[src/common/map_pkg.sv]
package map_pkg;

    // signed screen coordinates, y grows upward
    localparam int MAP_H_WIDTH = 11;
    localparam int MAP_V_WIDTH = 10;

    // sprite edge in pixels
    localparam int IMAGE_SIZE = 16;

    // circle is the widest view, straights pad up to it
    localparam int SEG_BODY_WIDTH = 5 * MAP_H_WIDTH + 3 * MAP_V_WIDTH;
    localparam int STRAIGHT_PAD_WIDTH = SEG_BODY_WIDTH - 2 * MAP_H_WIDTH - 2 * MAP_V_WIDTH;

    typedef enum logic [1:0] {
        SEG_NONE       = 2'd0,
        SEG_HORIZONTAL = 2'd1,
        SEG_VERTICAL   = 2'd2,
        SEG_CIRCLE     = 2'd3
    } seg_kind_t;

    typedef struct packed {
        logic signed [MAP_H_WIDTH-1:0] x_left;
        logic signed [MAP_H_WIDTH-1:0] x_right;
        logic signed [MAP_V_WIDTH-1:0] y_top_border;
        logic signed [MAP_V_WIDTH-1:0] y_bottom_border;
        logic [STRAIGHT_PAD_WIDTH-1:0] padding;
    } horizontal_track_t;

    typedef struct packed {
        logic signed [MAP_H_WIDTH-1:0] x_left_border;
        logic signed [MAP_H_WIDTH-1:0] x_right_border;
        logic signed [MAP_V_WIDTH-1:0] y_top;
        logic signed [MAP_V_WIDTH-1:0] y_bottom;
        logic [STRAIGHT_PAD_WIDTH-1:0] padding;
    } vertical_track_t;

    typedef struct packed {
        logic signed [MAP_H_WIDTH-1:0] x_left;
        logic signed [MAP_H_WIDTH-1:0] x_right;
        logic signed [MAP_V_WIDTH-1:0] y_top;
        logic signed [MAP_V_WIDTH-1:0] y_bottom;
        logic signed [MAP_H_WIDTH-1:0] center_x;
        logic signed [MAP_V_WIDTH-1:0] center_y;
        logic signed [MAP_H_WIDTH-1:0] radius_inner;
        logic signed [MAP_H_WIDTH-1:0] radius_outer;
    } circle_track_t;

    // one body word, read under the view its kind selects
    typedef union packed {
        horizontal_track_t horizontal;
        vertical_track_t   vertical;
        circle_track_t     circle;
    } segment_body_u;

    typedef struct packed {
        seg_kind_t     kind;
        segment_body_u body;
    } segment_t;

endpackage

[src/common/motion_pkg.sv]
package motion_pkg;

    // velocity is signed fixed point, integer part above the fraction
    localparam int VELOCITY_INTEGER_WIDTH = 4;
    localparam int VELOCITY_FRACTION_WIDTH = 4;
    localparam int VELOCITY_WIDTH = VELOCITY_INTEGER_WIDTH + VELOCITY_FRACTION_WIDTH;

    // sub-pixel bits kept below the integer position
    localparam int POS_FRACTION_WIDTH = VELOCITY_FRACTION_WIDTH;

endpackage

[src/collision/circle_track_collision.sv]
`timescale 1ns/1ps

module circle_track_collision (
    input  map_pkg::circle_track_t                       i_track,
    input  logic signed [map_pkg::MAP_H_WIDTH-1:0]       i_x,
    input  logic signed [map_pkg::MAP_V_WIDTH-1:0]       i_y,
    input  logic signed [motion_pkg::VELOCITY_WIDTH-1:0] i_v_x,
    input  logic signed [motion_pkg::VELOCITY_WIDTH-1:0] i_v_y,
    output logic                                         o_collision
);
    import map_pkg::*;
    import motion_pkg::*;

    localparam int SQ_WIDTH = 2 * MAP_H_WIDTH + 3;
    localparam int DOT_WIDTH = VELOCITY_WIDTH + MAP_H_WIDTH + 2;
    localparam logic signed [MAP_H_WIDTH:0] HALF_SPRITE = (MAP_H_WIDTH + 1)'(IMAGE_SIZE / 2);

    logic                          in_box;
    logic signed [MAP_H_WIDTH:0]   disp_x;
    logic signed [MAP_V_WIDTH:0]   disp_y;
    logic signed [SQ_WIDTH-1:0]    disp_sq;
    logic signed [MAP_H_WIDTH:0]   bound_inner;
    logic signed [MAP_H_WIDTH:0]   bound_outer;
    logic signed [SQ_WIDTH-1:0]    bound_inner_sq;
    logic signed [SQ_WIDTH-1:0]    bound_outer_sq;
    logic signed [DOT_WIDTH-1:0]   radial_dot;

    assign in_box = (i_x >= i_track.x_left) &&
                    (i_x <= i_track.x_right) &&
                    (i_y >= i_track.y_bottom) &&
                    (i_y <= i_track.y_top);

    assign disp_x = i_x - i_track.center_x;
    assign disp_y = i_y - i_track.center_y;
    assign disp_sq = disp_x * disp_x + disp_y * disp_y;

    // sprite centre must stay half a sprite off each wall
    assign bound_inner = i_track.radius_inner + HALF_SPRITE;
    assign bound_outer = i_track.radius_outer - HALF_SPRITE;
    assign bound_inner_sq = bound_inner * bound_inner;
    assign bound_outer_sq = bound_outer * bound_outer;

    // positive means moving away from the centre
    assign radial_dot = i_v_x * disp_x + i_v_y * disp_y;

    always_comb begin
        o_collision = 1'b0;
        if (in_box) begin
            if (disp_sq <= bound_inner_sq && radial_dot < 0) begin
                o_collision = 1'b1;
            end
            if (disp_sq >= bound_outer_sq && radial_dot > 0) begin
                o_collision = 1'b1;
            end
        end
    end

endmodule

[src/collision/horizontal_track_collision.sv]
`timescale 1ns/1ps

module horizontal_track_collision (
    input  map_pkg::horizontal_track_t                   i_track,
    input  logic signed [map_pkg::MAP_H_WIDTH-1:0]       i_x,
    input  logic signed [map_pkg::MAP_V_WIDTH-1:0]       i_y,
    input  logic signed [motion_pkg::VELOCITY_WIDTH-1:0] i_v_y,
    output logic                                         o_collision
);
    import map_pkg::*;

    localparam logic signed [MAP_V_WIDTH+1:0] HALF_SPRITE = (MAP_V_WIDTH + 2)'(IMAGE_SIZE / 2);

    logic                          in_box;
    logic signed [MAP_V_WIDTH+1:0] gap_top;
    logic signed [MAP_V_WIDTH+1:0] gap_bottom;

    assign in_box = (i_x >= i_track.x_left) &&
                    (i_x <= i_track.x_right) &&
                    (i_y >= i_track.y_bottom_border) &&
                    (i_y <= i_track.y_top_border);

    // room left between sprite edge and each border
    assign gap_top = i_track.y_top_border - i_y - HALF_SPRITE;
    assign gap_bottom = i_y - HALF_SPRITE - i_track.y_bottom_border;

    always_comb begin
        o_collision = 1'b0;
        if (in_box) begin
            if (gap_top <= 0 && i_v_y > 0) begin
                o_collision = 1'b1;
            end
            if (gap_bottom <= 0 && i_v_y < 0) begin
                o_collision = 1'b1;
            end
        end
    end

endmodule

[src/collision/segment_collision.sv]
`timescale 1ns/1ps

module segment_collision (
    input  map_pkg::segment_t                            i_seg,
    input  logic signed [map_pkg::MAP_H_WIDTH-1:0]       i_x,
    input  logic signed [map_pkg::MAP_V_WIDTH-1:0]       i_y,
    input  logic signed [motion_pkg::VELOCITY_WIDTH-1:0] i_v_x,
    input  logic signed [motion_pkg::VELOCITY_WIDTH-1:0] i_v_y,
    output logic                                         o_flip_x,
    output logic                                         o_flip_y
);
    import map_pkg::*;

    logic hit_horizontal;
    logic hit_vertical;
    logic hit_circle;

    // all three views of the same body word, kind picks one below
    horizontal_track_collision u_horizontal (
        .i_track     (i_seg.body.horizontal),
        .i_x         (i_x),
        .i_y         (i_y),
        .i_v_y       (i_v_y),
        .o_collision (hit_horizontal)
    );

    vertical_track_collision u_vertical (
        .i_track     (i_seg.body.vertical),
        .i_x         (i_x),
        .i_y         (i_y),
        .i_v_x       (i_v_x),
        .o_collision (hit_vertical)
    );

    circle_track_collision u_circle (
        .i_track     (i_seg.body.circle),
        .i_x         (i_x),
        .i_y         (i_y),
        .i_v_x       (i_v_x),
        .i_v_y       (i_v_y),
        .o_collision (hit_circle)
    );

    always_comb begin
        o_flip_x = 1'b0;
        o_flip_y = 1'b0;
        case (i_seg.kind)
            SEG_HORIZONTAL: o_flip_y = hit_horizontal;
            SEG_VERTICAL:   o_flip_x = hit_vertical;
            SEG_CIRCLE: begin
                o_flip_x = hit_circle;
                o_flip_y = hit_circle;
            end
            default: ;
        endcase
    end

endmodule

[src/collision/vertical_track_collision.sv]
`timescale 1ns/1ps

module vertical_track_collision (
    input  map_pkg::vertical_track_t                     i_track,
    input  logic signed [map_pkg::MAP_H_WIDTH-1:0]       i_x,
    input  logic signed [map_pkg::MAP_V_WIDTH-1:0]       i_y,
    input  logic signed [motion_pkg::VELOCITY_WIDTH-1:0] i_v_x,
    output logic                                         o_collision
);
    import map_pkg::*;

    localparam logic signed [MAP_H_WIDTH+1:0] HALF_SPRITE = (MAP_H_WIDTH + 2)'(IMAGE_SIZE / 2);

    logic                          in_box;
    logic signed [MAP_H_WIDTH+1:0] gap_left;
    logic signed [MAP_H_WIDTH+1:0] gap_right;

    assign in_box = (i_x >= i_track.x_left_border) &&
                    (i_x <= i_track.x_right_border) &&
                    (i_y >= i_track.y_bottom) &&
                    (i_y <= i_track.y_top);

    // negative or zero means the sprite touches the border
    assign gap_left = i_x - HALF_SPRITE - i_track.x_left_border;
    assign gap_right = i_track.x_right_border - i_x - HALF_SPRITE;

    always_comb begin
        o_collision = 1'b0;
        if (in_box) begin
            if (gap_left <= 0 && i_v_x < 0) begin
                o_collision = 1'b1;
            end
            if (gap_right <= 0 && i_v_x > 0) begin
                o_collision = 1'b1;
            end
        end
    end

endmodule

[src/verilog/car_motion.sv]
`timescale 1ns/1ps

module car_motion #(
    parameter int NUM_SEGMENTS   = 8,
    parameter int SEG_ADDR_WIDTH = $clog2(NUM_SEGMENTS)
) (
    input  logic                                         i_clk,
    input  logic                                         i_reset,
    input  logic                                         i_load,
    input  logic signed [map_pkg::MAP_H_WIDTH-1:0]       i_x0,
    input  logic signed [map_pkg::MAP_V_WIDTH-1:0]       i_y0,
    input  logic signed [motion_pkg::VELOCITY_WIDTH-1:0] i_vx0,
    input  logic signed [motion_pkg::VELOCITY_WIDTH-1:0] i_vy0,
    input  logic                                         i_step,
    input  logic                                         i_flip_x,
    input  logic                                         i_flip_y,
    output logic [SEG_ADDR_WIDTH-1:0]                    o_scan_addr,
    output logic signed [map_pkg::MAP_H_WIDTH-1:0]       o_x,
    output logic signed [map_pkg::MAP_V_WIDTH-1:0]       o_y,
    output logic signed [motion_pkg::VELOCITY_WIDTH-1:0] o_v_x,
    output logic signed [motion_pkg::VELOCITY_WIDTH-1:0] o_v_y,
    output logic                                         o_busy,
    output logic                                         o_done,
    output logic                                         o_hit_x,
    output logic                                         o_hit_y
);
    import map_pkg::*;
    import motion_pkg::*;

    localparam int POS_X_WIDTH = MAP_H_WIDTH + POS_FRACTION_WIDTH;
    localparam int POS_Y_WIDTH = MAP_V_WIDTH + POS_FRACTION_WIDTH;
    localparam logic [SEG_ADDR_WIDTH-1:0] LAST_ADDR = SEG_ADDR_WIDTH'(NUM_SEGMENTS - 1);

    logic signed [POS_X_WIDTH-1:0]    pos_x;
    logic signed [POS_Y_WIDTH-1:0]    pos_y;
    logic                             applying;
    logic signed [VELOCITY_WIDTH-1:0] next_v_x;
    logic signed [VELOCITY_WIDTH-1:0] next_v_y;

    // reflection is plain negation of the hit component
    assign next_v_x = o_hit_x ? -o_v_x : o_v_x;
    assign next_v_y = o_hit_y ? -o_v_y : o_v_y;

    assign o_x = pos_x[POS_X_WIDTH-1:POS_FRACTION_WIDTH];
    assign o_y = pos_y[POS_Y_WIDTH-1:POS_FRACTION_WIDTH];

    always_ff @(posedge i_clk) begin
        if (i_reset) begin
            pos_x       <= '0;
            pos_y       <= '0;
            o_v_x       <= '0;
            o_v_y       <= '0;
            o_scan_addr <= '0;
            o_busy      <= 1'b0;
            o_done      <= 1'b0;
            o_hit_x     <= 1'b0;
            o_hit_y     <= 1'b0;
            applying    <= 1'b0;
        end else begin
            o_done <= 1'b0;
            if (!o_busy) begin
                if (i_load) begin
                    pos_x <= {i_x0, {POS_FRACTION_WIDTH{1'b0}}};
                    pos_y <= {i_y0, {POS_FRACTION_WIDTH{1'b0}}};
                    o_v_x <= i_vx0;
                    o_v_y <= i_vy0;
                end
                if (i_step) begin
                    o_busy      <= 1'b1;
                    o_scan_addr <= '0;
                    o_hit_x     <= 1'b0;
                    o_hit_y     <= 1'b0;
                end
            end else if (!applying) begin
                // several segments may hit, they fold into one flip
                o_hit_x <= o_hit_x | i_flip_x;
                o_hit_y <= o_hit_y | i_flip_y;
                if (o_scan_addr == LAST_ADDR) begin
                    applying    <= 1'b1;
                    o_scan_addr <= '0;
                end else begin
                    o_scan_addr <= o_scan_addr + 1'b1;
                end
            end else begin
                o_v_x    <= next_v_x;
                o_v_y    <= next_v_y;
                pos_x    <= pos_x + next_v_x;
                pos_y    <= pos_y + next_v_y;
                applying <= 1'b0;
                o_busy   <= 1'b0;
                o_done   <= 1'b1;
            end
        end
    end

    assert property (@(posedge i_clk) disable iff (i_reset) o_done |=> !o_done);

    // scan plus one apply cycle, then idle
    assert property (@(posedge i_clk) disable iff (i_reset)
        $rose(o_busy) |-> o_busy [*NUM_SEGMENTS + 1] ##1 !o_busy);

endmodule

[src/verilog/race_collision_top.sv]
`timescale 1ns/1ps

module race_collision_top #(
    parameter int NUM_SEGMENTS   = 8,
    parameter int SEG_ADDR_WIDTH = $clog2(NUM_SEGMENTS)
) (
    input  logic                                         i_clk,
    input  logic                                         i_reset,
    input  logic                                         i_seg_we,
    input  logic [SEG_ADDR_WIDTH-1:0]                    i_seg_addr,
    input  map_pkg::segment_t                            i_seg_data,
    input  logic                                         i_load,
    input  logic signed [map_pkg::MAP_H_WIDTH-1:0]       i_x0,
    input  logic signed [map_pkg::MAP_V_WIDTH-1:0]       i_y0,
    input  logic signed [motion_pkg::VELOCITY_WIDTH-1:0] i_vx0,
    input  logic signed [motion_pkg::VELOCITY_WIDTH-1:0] i_vy0,
    input  logic                                         i_step,
    output logic signed [map_pkg::MAP_H_WIDTH-1:0]       o_x,
    output logic signed [map_pkg::MAP_V_WIDTH-1:0]       o_y,
    output logic signed [motion_pkg::VELOCITY_WIDTH-1:0] o_v_x,
    output logic signed [motion_pkg::VELOCITY_WIDTH-1:0] o_v_y,
    output logic                                         o_busy,
    output logic                                         o_done,
    output logic                                         o_hit_x,
    output logic                                         o_hit_y
);
    import map_pkg::*;

    logic [SEG_ADDR_WIDTH-1:0] scan_addr;
    segment_t                  scan_seg;
    logic                      flip_x;
    logic                      flip_y;

    track_table #(
        .NUM_SEGMENTS   (NUM_SEGMENTS),
        .SEG_ADDR_WIDTH (SEG_ADDR_WIDTH)
    ) u_track_table (
        .i_clk      (i_clk),
        .i_reset    (i_reset),
        .i_seg_we   (i_seg_we),
        .i_seg_addr (i_seg_addr),
        .i_seg_data (i_seg_data),
        .i_busy     (o_busy),
        .i_rd_addr  (scan_addr),
        .o_rd_seg   (scan_seg)
    );

    segment_collision u_segment_collision (
        .i_seg    (scan_seg),
        .i_x      (o_x),
        .i_y      (o_y),
        .i_v_x    (o_v_x),
        .i_v_y    (o_v_y),
        .o_flip_x (flip_x),
        .o_flip_y (flip_y)
    );

    car_motion #(
        .NUM_SEGMENTS   (NUM_SEGMENTS),
        .SEG_ADDR_WIDTH (SEG_ADDR_WIDTH)
    ) u_car_motion (
        .i_clk       (i_clk),
        .i_reset     (i_reset),
        .i_load      (i_load),
        .i_x0        (i_x0),
        .i_y0        (i_y0),
        .i_vx0       (i_vx0),
        .i_vy0       (i_vy0),
        .i_step      (i_step),
        .i_flip_x    (flip_x),
        .i_flip_y    (flip_y),
        .o_scan_addr (scan_addr),
        .o_x         (o_x),
        .o_y         (o_y),
        .o_v_x       (o_v_x),
        .o_v_y       (o_v_y),
        .o_busy      (o_busy),
        .o_done      (o_done),
        .o_hit_x     (o_hit_x),
        .o_hit_y     (o_hit_y)
    );

endmodule

[src/verilog/track_table.sv]
`timescale 1ns/1ps

module track_table #(
    parameter int NUM_SEGMENTS   = 8,
    parameter int SEG_ADDR_WIDTH = $clog2(NUM_SEGMENTS)
) (
    input  logic                      i_clk,
    input  logic                      i_reset,
    input  logic                      i_seg_we,
    input  logic [SEG_ADDR_WIDTH-1:0] i_seg_addr,
    input  map_pkg::segment_t         i_seg_data,
    input  logic                      i_busy,
    input  logic [SEG_ADDR_WIDTH-1:0] i_rd_addr,
    output map_pkg::segment_t         o_rd_seg
);
    import map_pkg::*;

    segment_t seg_mem [NUM_SEGMENTS];
    logic     wr_en;

    // map is frozen while a step scans it
    assign wr_en = i_seg_we && !i_busy && (i_seg_addr < NUM_SEGMENTS);

    always_ff @(posedge i_clk) begin
        if (i_reset) begin
            for (int i = 0; i < NUM_SEGMENTS; i++) begin
                seg_mem[i].kind <= SEG_NONE;
            end
        end else if (wr_en) begin
            seg_mem[i_seg_addr] <= i_seg_data;
        end
    end

    // scanner sees the word in the same cycle
    assign o_rd_seg = seg_mem[i_rd_addr];

    // writes only land while the scanner is parked on word 0
    assert property (@(posedge i_clk) disable iff (i_reset)
        wr_en |-> i_rd_addr == '0);

endmodule
[config.mk]
export PLATFORM = sky130hd
export DESIGN_NAME = race_collision_top
export DESIGN_NICKNAME = d
export VERILOG_FILES = /design/src/common/map_pkg.sv /design/src/common/motion_pkg.sv /design/src/collision/circle_track_collision.sv /design/src/collision/horizontal_track_collision.sv /design/src/collision/segment_collision.sv /design/src/collision/vertical_track_collision.sv /design/src/verilog/car_motion.sv /design/src/verilog/race_collision_top.sv /design/src/verilog/track_table.sv
export SDC_FILE = /design/constraint.sdc
export NUM_CORES = 2
export LEC_CHECK = 0
export ABC_AREA = 1
export BUFFER_PORTS_ARGS = -buffer_cell sky130_fd_sc_hd__buf_2
export CORE_ASPECT_RATIO = 0.5
export CORE_MARGIN = 3
export CORE_UTILIZATION = 31
export CTS_BUF_LIST = sky130_fd_sc_hd__clkbuf_2 sky130_fd_sc_hd__clkbuf_4 sky130_fd_sc_hd__clkbuf_8
export CTS_CLUSTER_DIAMETER = 30
export DETAILED_ROUTE_END_ITERATION = 7
export PLACE_DENSITY = 0.46
export SLEW_MARGIN = 30
export SYNTH_ARGS = -nofsm -noshare
export SYNTH_HDL_FRONTEND = slang
export SYNTH_SLANG_ARGS = --single-unit
[constraint.sdc]
create_clock -name i_clk -period 23.5 [get_ports i_clk]
set_input_delay 2.35 -clock i_clk [delete_from_list [all_inputs] [get_ports i_clk]]
set_output_delay 2.35 -clock i_clk [all_outputs]
set_load 0.02 [all_outputs]
==> metrics <==
CTS clk-pin slew, worst paths 0.06 ns; synth cell count leaders sky130_fd_sc_hd__inv_1, sky130_fd_sc_hd__nor2_1, sky130_fd_sc_hd__fa_1; number of warnings reported in the yosys synthesis log 0; total number of vias 44500; count of standard-cell rows 115; type of element capturing the critical path flop; core area 198000 µm²; final setup violation count 0; Setup Total Neg Slack 0 ns; worst endpoint data arrival time 13.20 ns; met1 track demand over resource 24.9%; sort of element at the start of the critical path flop; number of cells traversed by the worst hold path 2; Chip Width 641 µm; type of the worst setup path reg -> reg; routed via count divided by cell count 4.75; GR met3 Demand/Resource 2.17%; routed wirelength normalized by instance count 20.2 µm; final hold slack 0.476 ns; DRC errors left 0; outcome finished, final reports clean; hold wc startpoint u_car_motion.pos_y[3]; first-pass GRT wire length 287 mm; Critical Path Most Common Cell sky130_fd_sc_hd__nand2_1; Reg2Reg Capture Point u_car_motion.o_hit_y; share of layout cells above drive strength 1 9.11%; clock root buffer sky130_fd_sc_hd__clkbuf_8; HPWL reported at the end of detailed placement 139 mm; initial antenna violation count 22; first-iteration detailed-routing DRC count 2704; gate count of the mapped netlist 6385; final critical-path setup slack 11.07 ns; ports placed on the boundary 173; maximum number of pins on one net before global-route repair 143; Relative slew margins 30.0%; RSZ-0062 raised after global routing no; Syn Std Cell Area 62500 µm²; maximum frequency from static timing analysis 80.5 MHz; max-slew violation count 0; Min Clock Period, post-route 12.43 ns; met2 Resource Use GR 31.3%; EDFF count, synth 696; quantity of hold-fixing buffers added after cts 0; RePlAce Congestion 0.852; crit-path max FO 45; library cell with the highest instance count after synthesis sky130_fd_sc_hd__inv_1; clock tree from TritonCTS yes; layer with the highest usage met2; Distinct cells, synth 55; Layout fillers 20200; final worst-path cycle share 52.9%; first-pass iteration count of the detailed router 5; cell taking the most area after synthesis sky130_fd_sc_hd__edfxtp_1; Worst EP required 24.27 ns; # clock sinks 752; worst clock skew on the final layout 0.0490 ns; clock latency at the later pin of the worst-skew pair 0.85 ns; cell at the slowest stage of the critical path sky130_fd_sc_hd__dfxtp_4; predominant post-synthesis flop cell sky130_fd_sc_hd__edfxtp_1; cell types with the largest area share after synthesis sky130_fd_sc_hd__edfxtp_1, sky130_fd_sc_hd__fa_1, sky130_fd_sc_hd__ha_1; initial cell density of the core 31.5%; maximum buffer depth of the clock tree 3; maximum level of the CTS H-tree 4; aggregate global routing overflow 0; delay of the slowest cell on the worst path 0.55 ns; cts bufs inserted 187; Synth Register Bits 752; final hold violations 0; nets in the synthesized netlist 7724; kind of path behind the tightest hold check reg -> reg; Syn-to-layout area delta 12.7%; post-CTS setup buffers 0; Port Buffers 172; Least-Margin Pin Slew 1.04 ns; Worst Hold Endpoint u_car_motion.pos_y[3]; dpl ws 11.12 ns; post-detailed-routing wire length 189 mm; total die area 207000 µm²; number of antenna-violating nets in the routed design 0; fraction of registers with async set or reset after synthesis 0%; die boundary height 323 µm; R2R cell count 58; per-instance average area after synthesis 9.79 µm²; max_cap viols 0; cts repair resizes 0; r2r setup slk 11.07 ns; portion of synthesized cell area occupied by the leading cell type 33.5%; overall global routing resource usage 18.4%; number of global-route vias before repair 45900; layout net count 7933; fraction of the yosys area taken by sequential cells 35.2%
-- through the flow --
step	cell area [µm²]	std cells	util [%]
finish	70400	9378	35.5
CTS	70400	9372	35.5
detailed placement	66400	9037	33.4
floorplan	62500	6385	-
global route	70400	9375	35.5
global placement	66400	9037	33.4
-- kinds of logic (layout without fill, tap and decap cells) --
logic type,after synthesis,after routing,synth area share (%)
and+or+nand+nor,1754,1754,11.1
muxes,3,3,0.0501
xor gates and xnor gates,164,164,2.31
buffers and inverters,1497,1852,9.23
other,1,7,0.00600
AOI/OAI and AO/OA,1007,1007,9.00
DFF,752,752,35.2
adders and majority gates,1207,1207,33.0
-- flip-flops by register name, indices dropped and copies added, names as in the netlist, named ones only --
signal                    count
u_car_motion.o_scan_addr      3
u_car_motion.o_v_y            8
u_car_motion.o_done           1
u_car_motion.o_hit_y          1
u_car_motion.o_hit_x          1
u_car_motion.pos_y           14
u_car_motion.o_v_x            8
u_car_motion.pos_x           15
u_track_table.seg_mem       696
u_car_motion.o_busy           1
u_car_motion.applying         1
-- worst max-delay path, delay by kind of cell, from the launching register on --
family / cells / cell delay [ns]
adder cells (fa/ha/maj): 10 / 4.40
XOR/XNOR: 2 / 0.70
buffers and inverters: 9 / 1.73
flip-flops: 1 / 0.55
AND/OR/NAND/NOR: 24 / 2.46
AO/OA/AOI/OAI: 13 / 2.43
-- placed cells by master (no fill, tap or decap), types with 9 or more instances in the layout --
master | synthesis | routed
sky130_fd_sc_hd__a21o_1 | 14 | 14
sky130_fd_sc_hd__a21oi_1 | 192 | 192
sky130_fd_sc_hd__a31oi_1 | 46 | 46
sky130_fd_sc_hd__buf_2 | 30 | 172
sky130_fd_sc_hd__buf_4 | 27 | 85
sky130_fd_sc_hd__bufinv_16 | 0 | 19
sky130_fd_sc_hd__clkbuf_4 | 0 | 38
sky130_fd_sc_hd__clkbuf_8 | 0 | 194
sky130_fd_sc_hd__clkinv_1 | 10 | 40
sky130_fd_sc_hd__clkinv_2 | 0 | 24
sky130_fd_sc_hd__clkinvlp_4 | 0 | 18
sky130_fd_sc_hd__dfxtp_1 | 56 | 53
sky130_fd_sc_hd__edfxtp_1 | 696 | 696
sky130_fd_sc_hd__fa_1 | 737 | 737
sky130_fd_sc_hd__ha_1 | 470 | 470
sky130_fd_sc_hd__inv_1 | 1243 | 1242
sky130_fd_sc_hd__nand2_1 | 734 | 734
sky130_fd_sc_hd__nand3_1 | 89 | 89
sky130_fd_sc_hd__nand4_1 | 29 | 29
sky130_fd_sc_hd__nor2_1 | 815 | 805
sky130_fd_sc_hd__nor2_4 | 0 | 9
sky130_fd_sc_hd__nor3_1 | 36 | 36
sky130_fd_sc_hd__nor4_1 | 9 | 9
sky130_fd_sc_hd__o21ai_0 | 521 | 512
sky130_fd_sc_hd__o21ai_1 | 5 | 13
sky130_fd_sc_hd__o21bai_1 | 13 | 13
sky130_fd_sc_hd__o221ai_1 | 41 | 41
sky130_fd_sc_hd__o22ai_1 | 133 | 133
sky130_fd_sc_hd__o31ai_1 | 9 | 9
sky130_fd_sc_hd__or2_2 | 22 | 22
sky130_fd_sc_hd__xnor2_1 | 65 | 63
sky130_fd_sc_hd__xor2_1 | 98 | 98
-- metal layers --
layer / wire (µm) / part of all wire, %
met4: 3940 / 2.1
met5: 41 / 0.022
met1: 86900 / 46
met2: 91100 / 48
met3: 7050 / 3.7
-- cell type report --
class,instances,area (µm²),area share [%]
Timing Repair Buffer,259,1540,2.19
Tap cell,2632,3290,4.68
Antenna cell,6,15.0,0.0213
Inverter,1258,4740,6.73
Clock buffer,232,2960,4.20
Sequential cell,752,22000,31.3
Multi-Input combinational cell,4136,34800,49.4
Clock inverter,103,1080,1.53
-- worst max path at each step --
stage	startpoint	end	slack, ns	cells after the start
CTS	flop	u_car_motion.o_hit_x	11.06	58
global placement	flop	u_car_motion.o_hit_y	11.27	55
global route	flop	u_car_motion.o_hit_x	9.86	64
finish	flop	u_car_motion.o_hit_y	11.07	58
detailed placement	flop	u_car_motion.o_hit_y	11.12	58
floorplan	flop	u_car_motion.o_hit_y	12.57	68
Power is left out: the tool's default activity adds up to more than one toggle a clock period on the data nets, which glitch-free logic cannot reach.
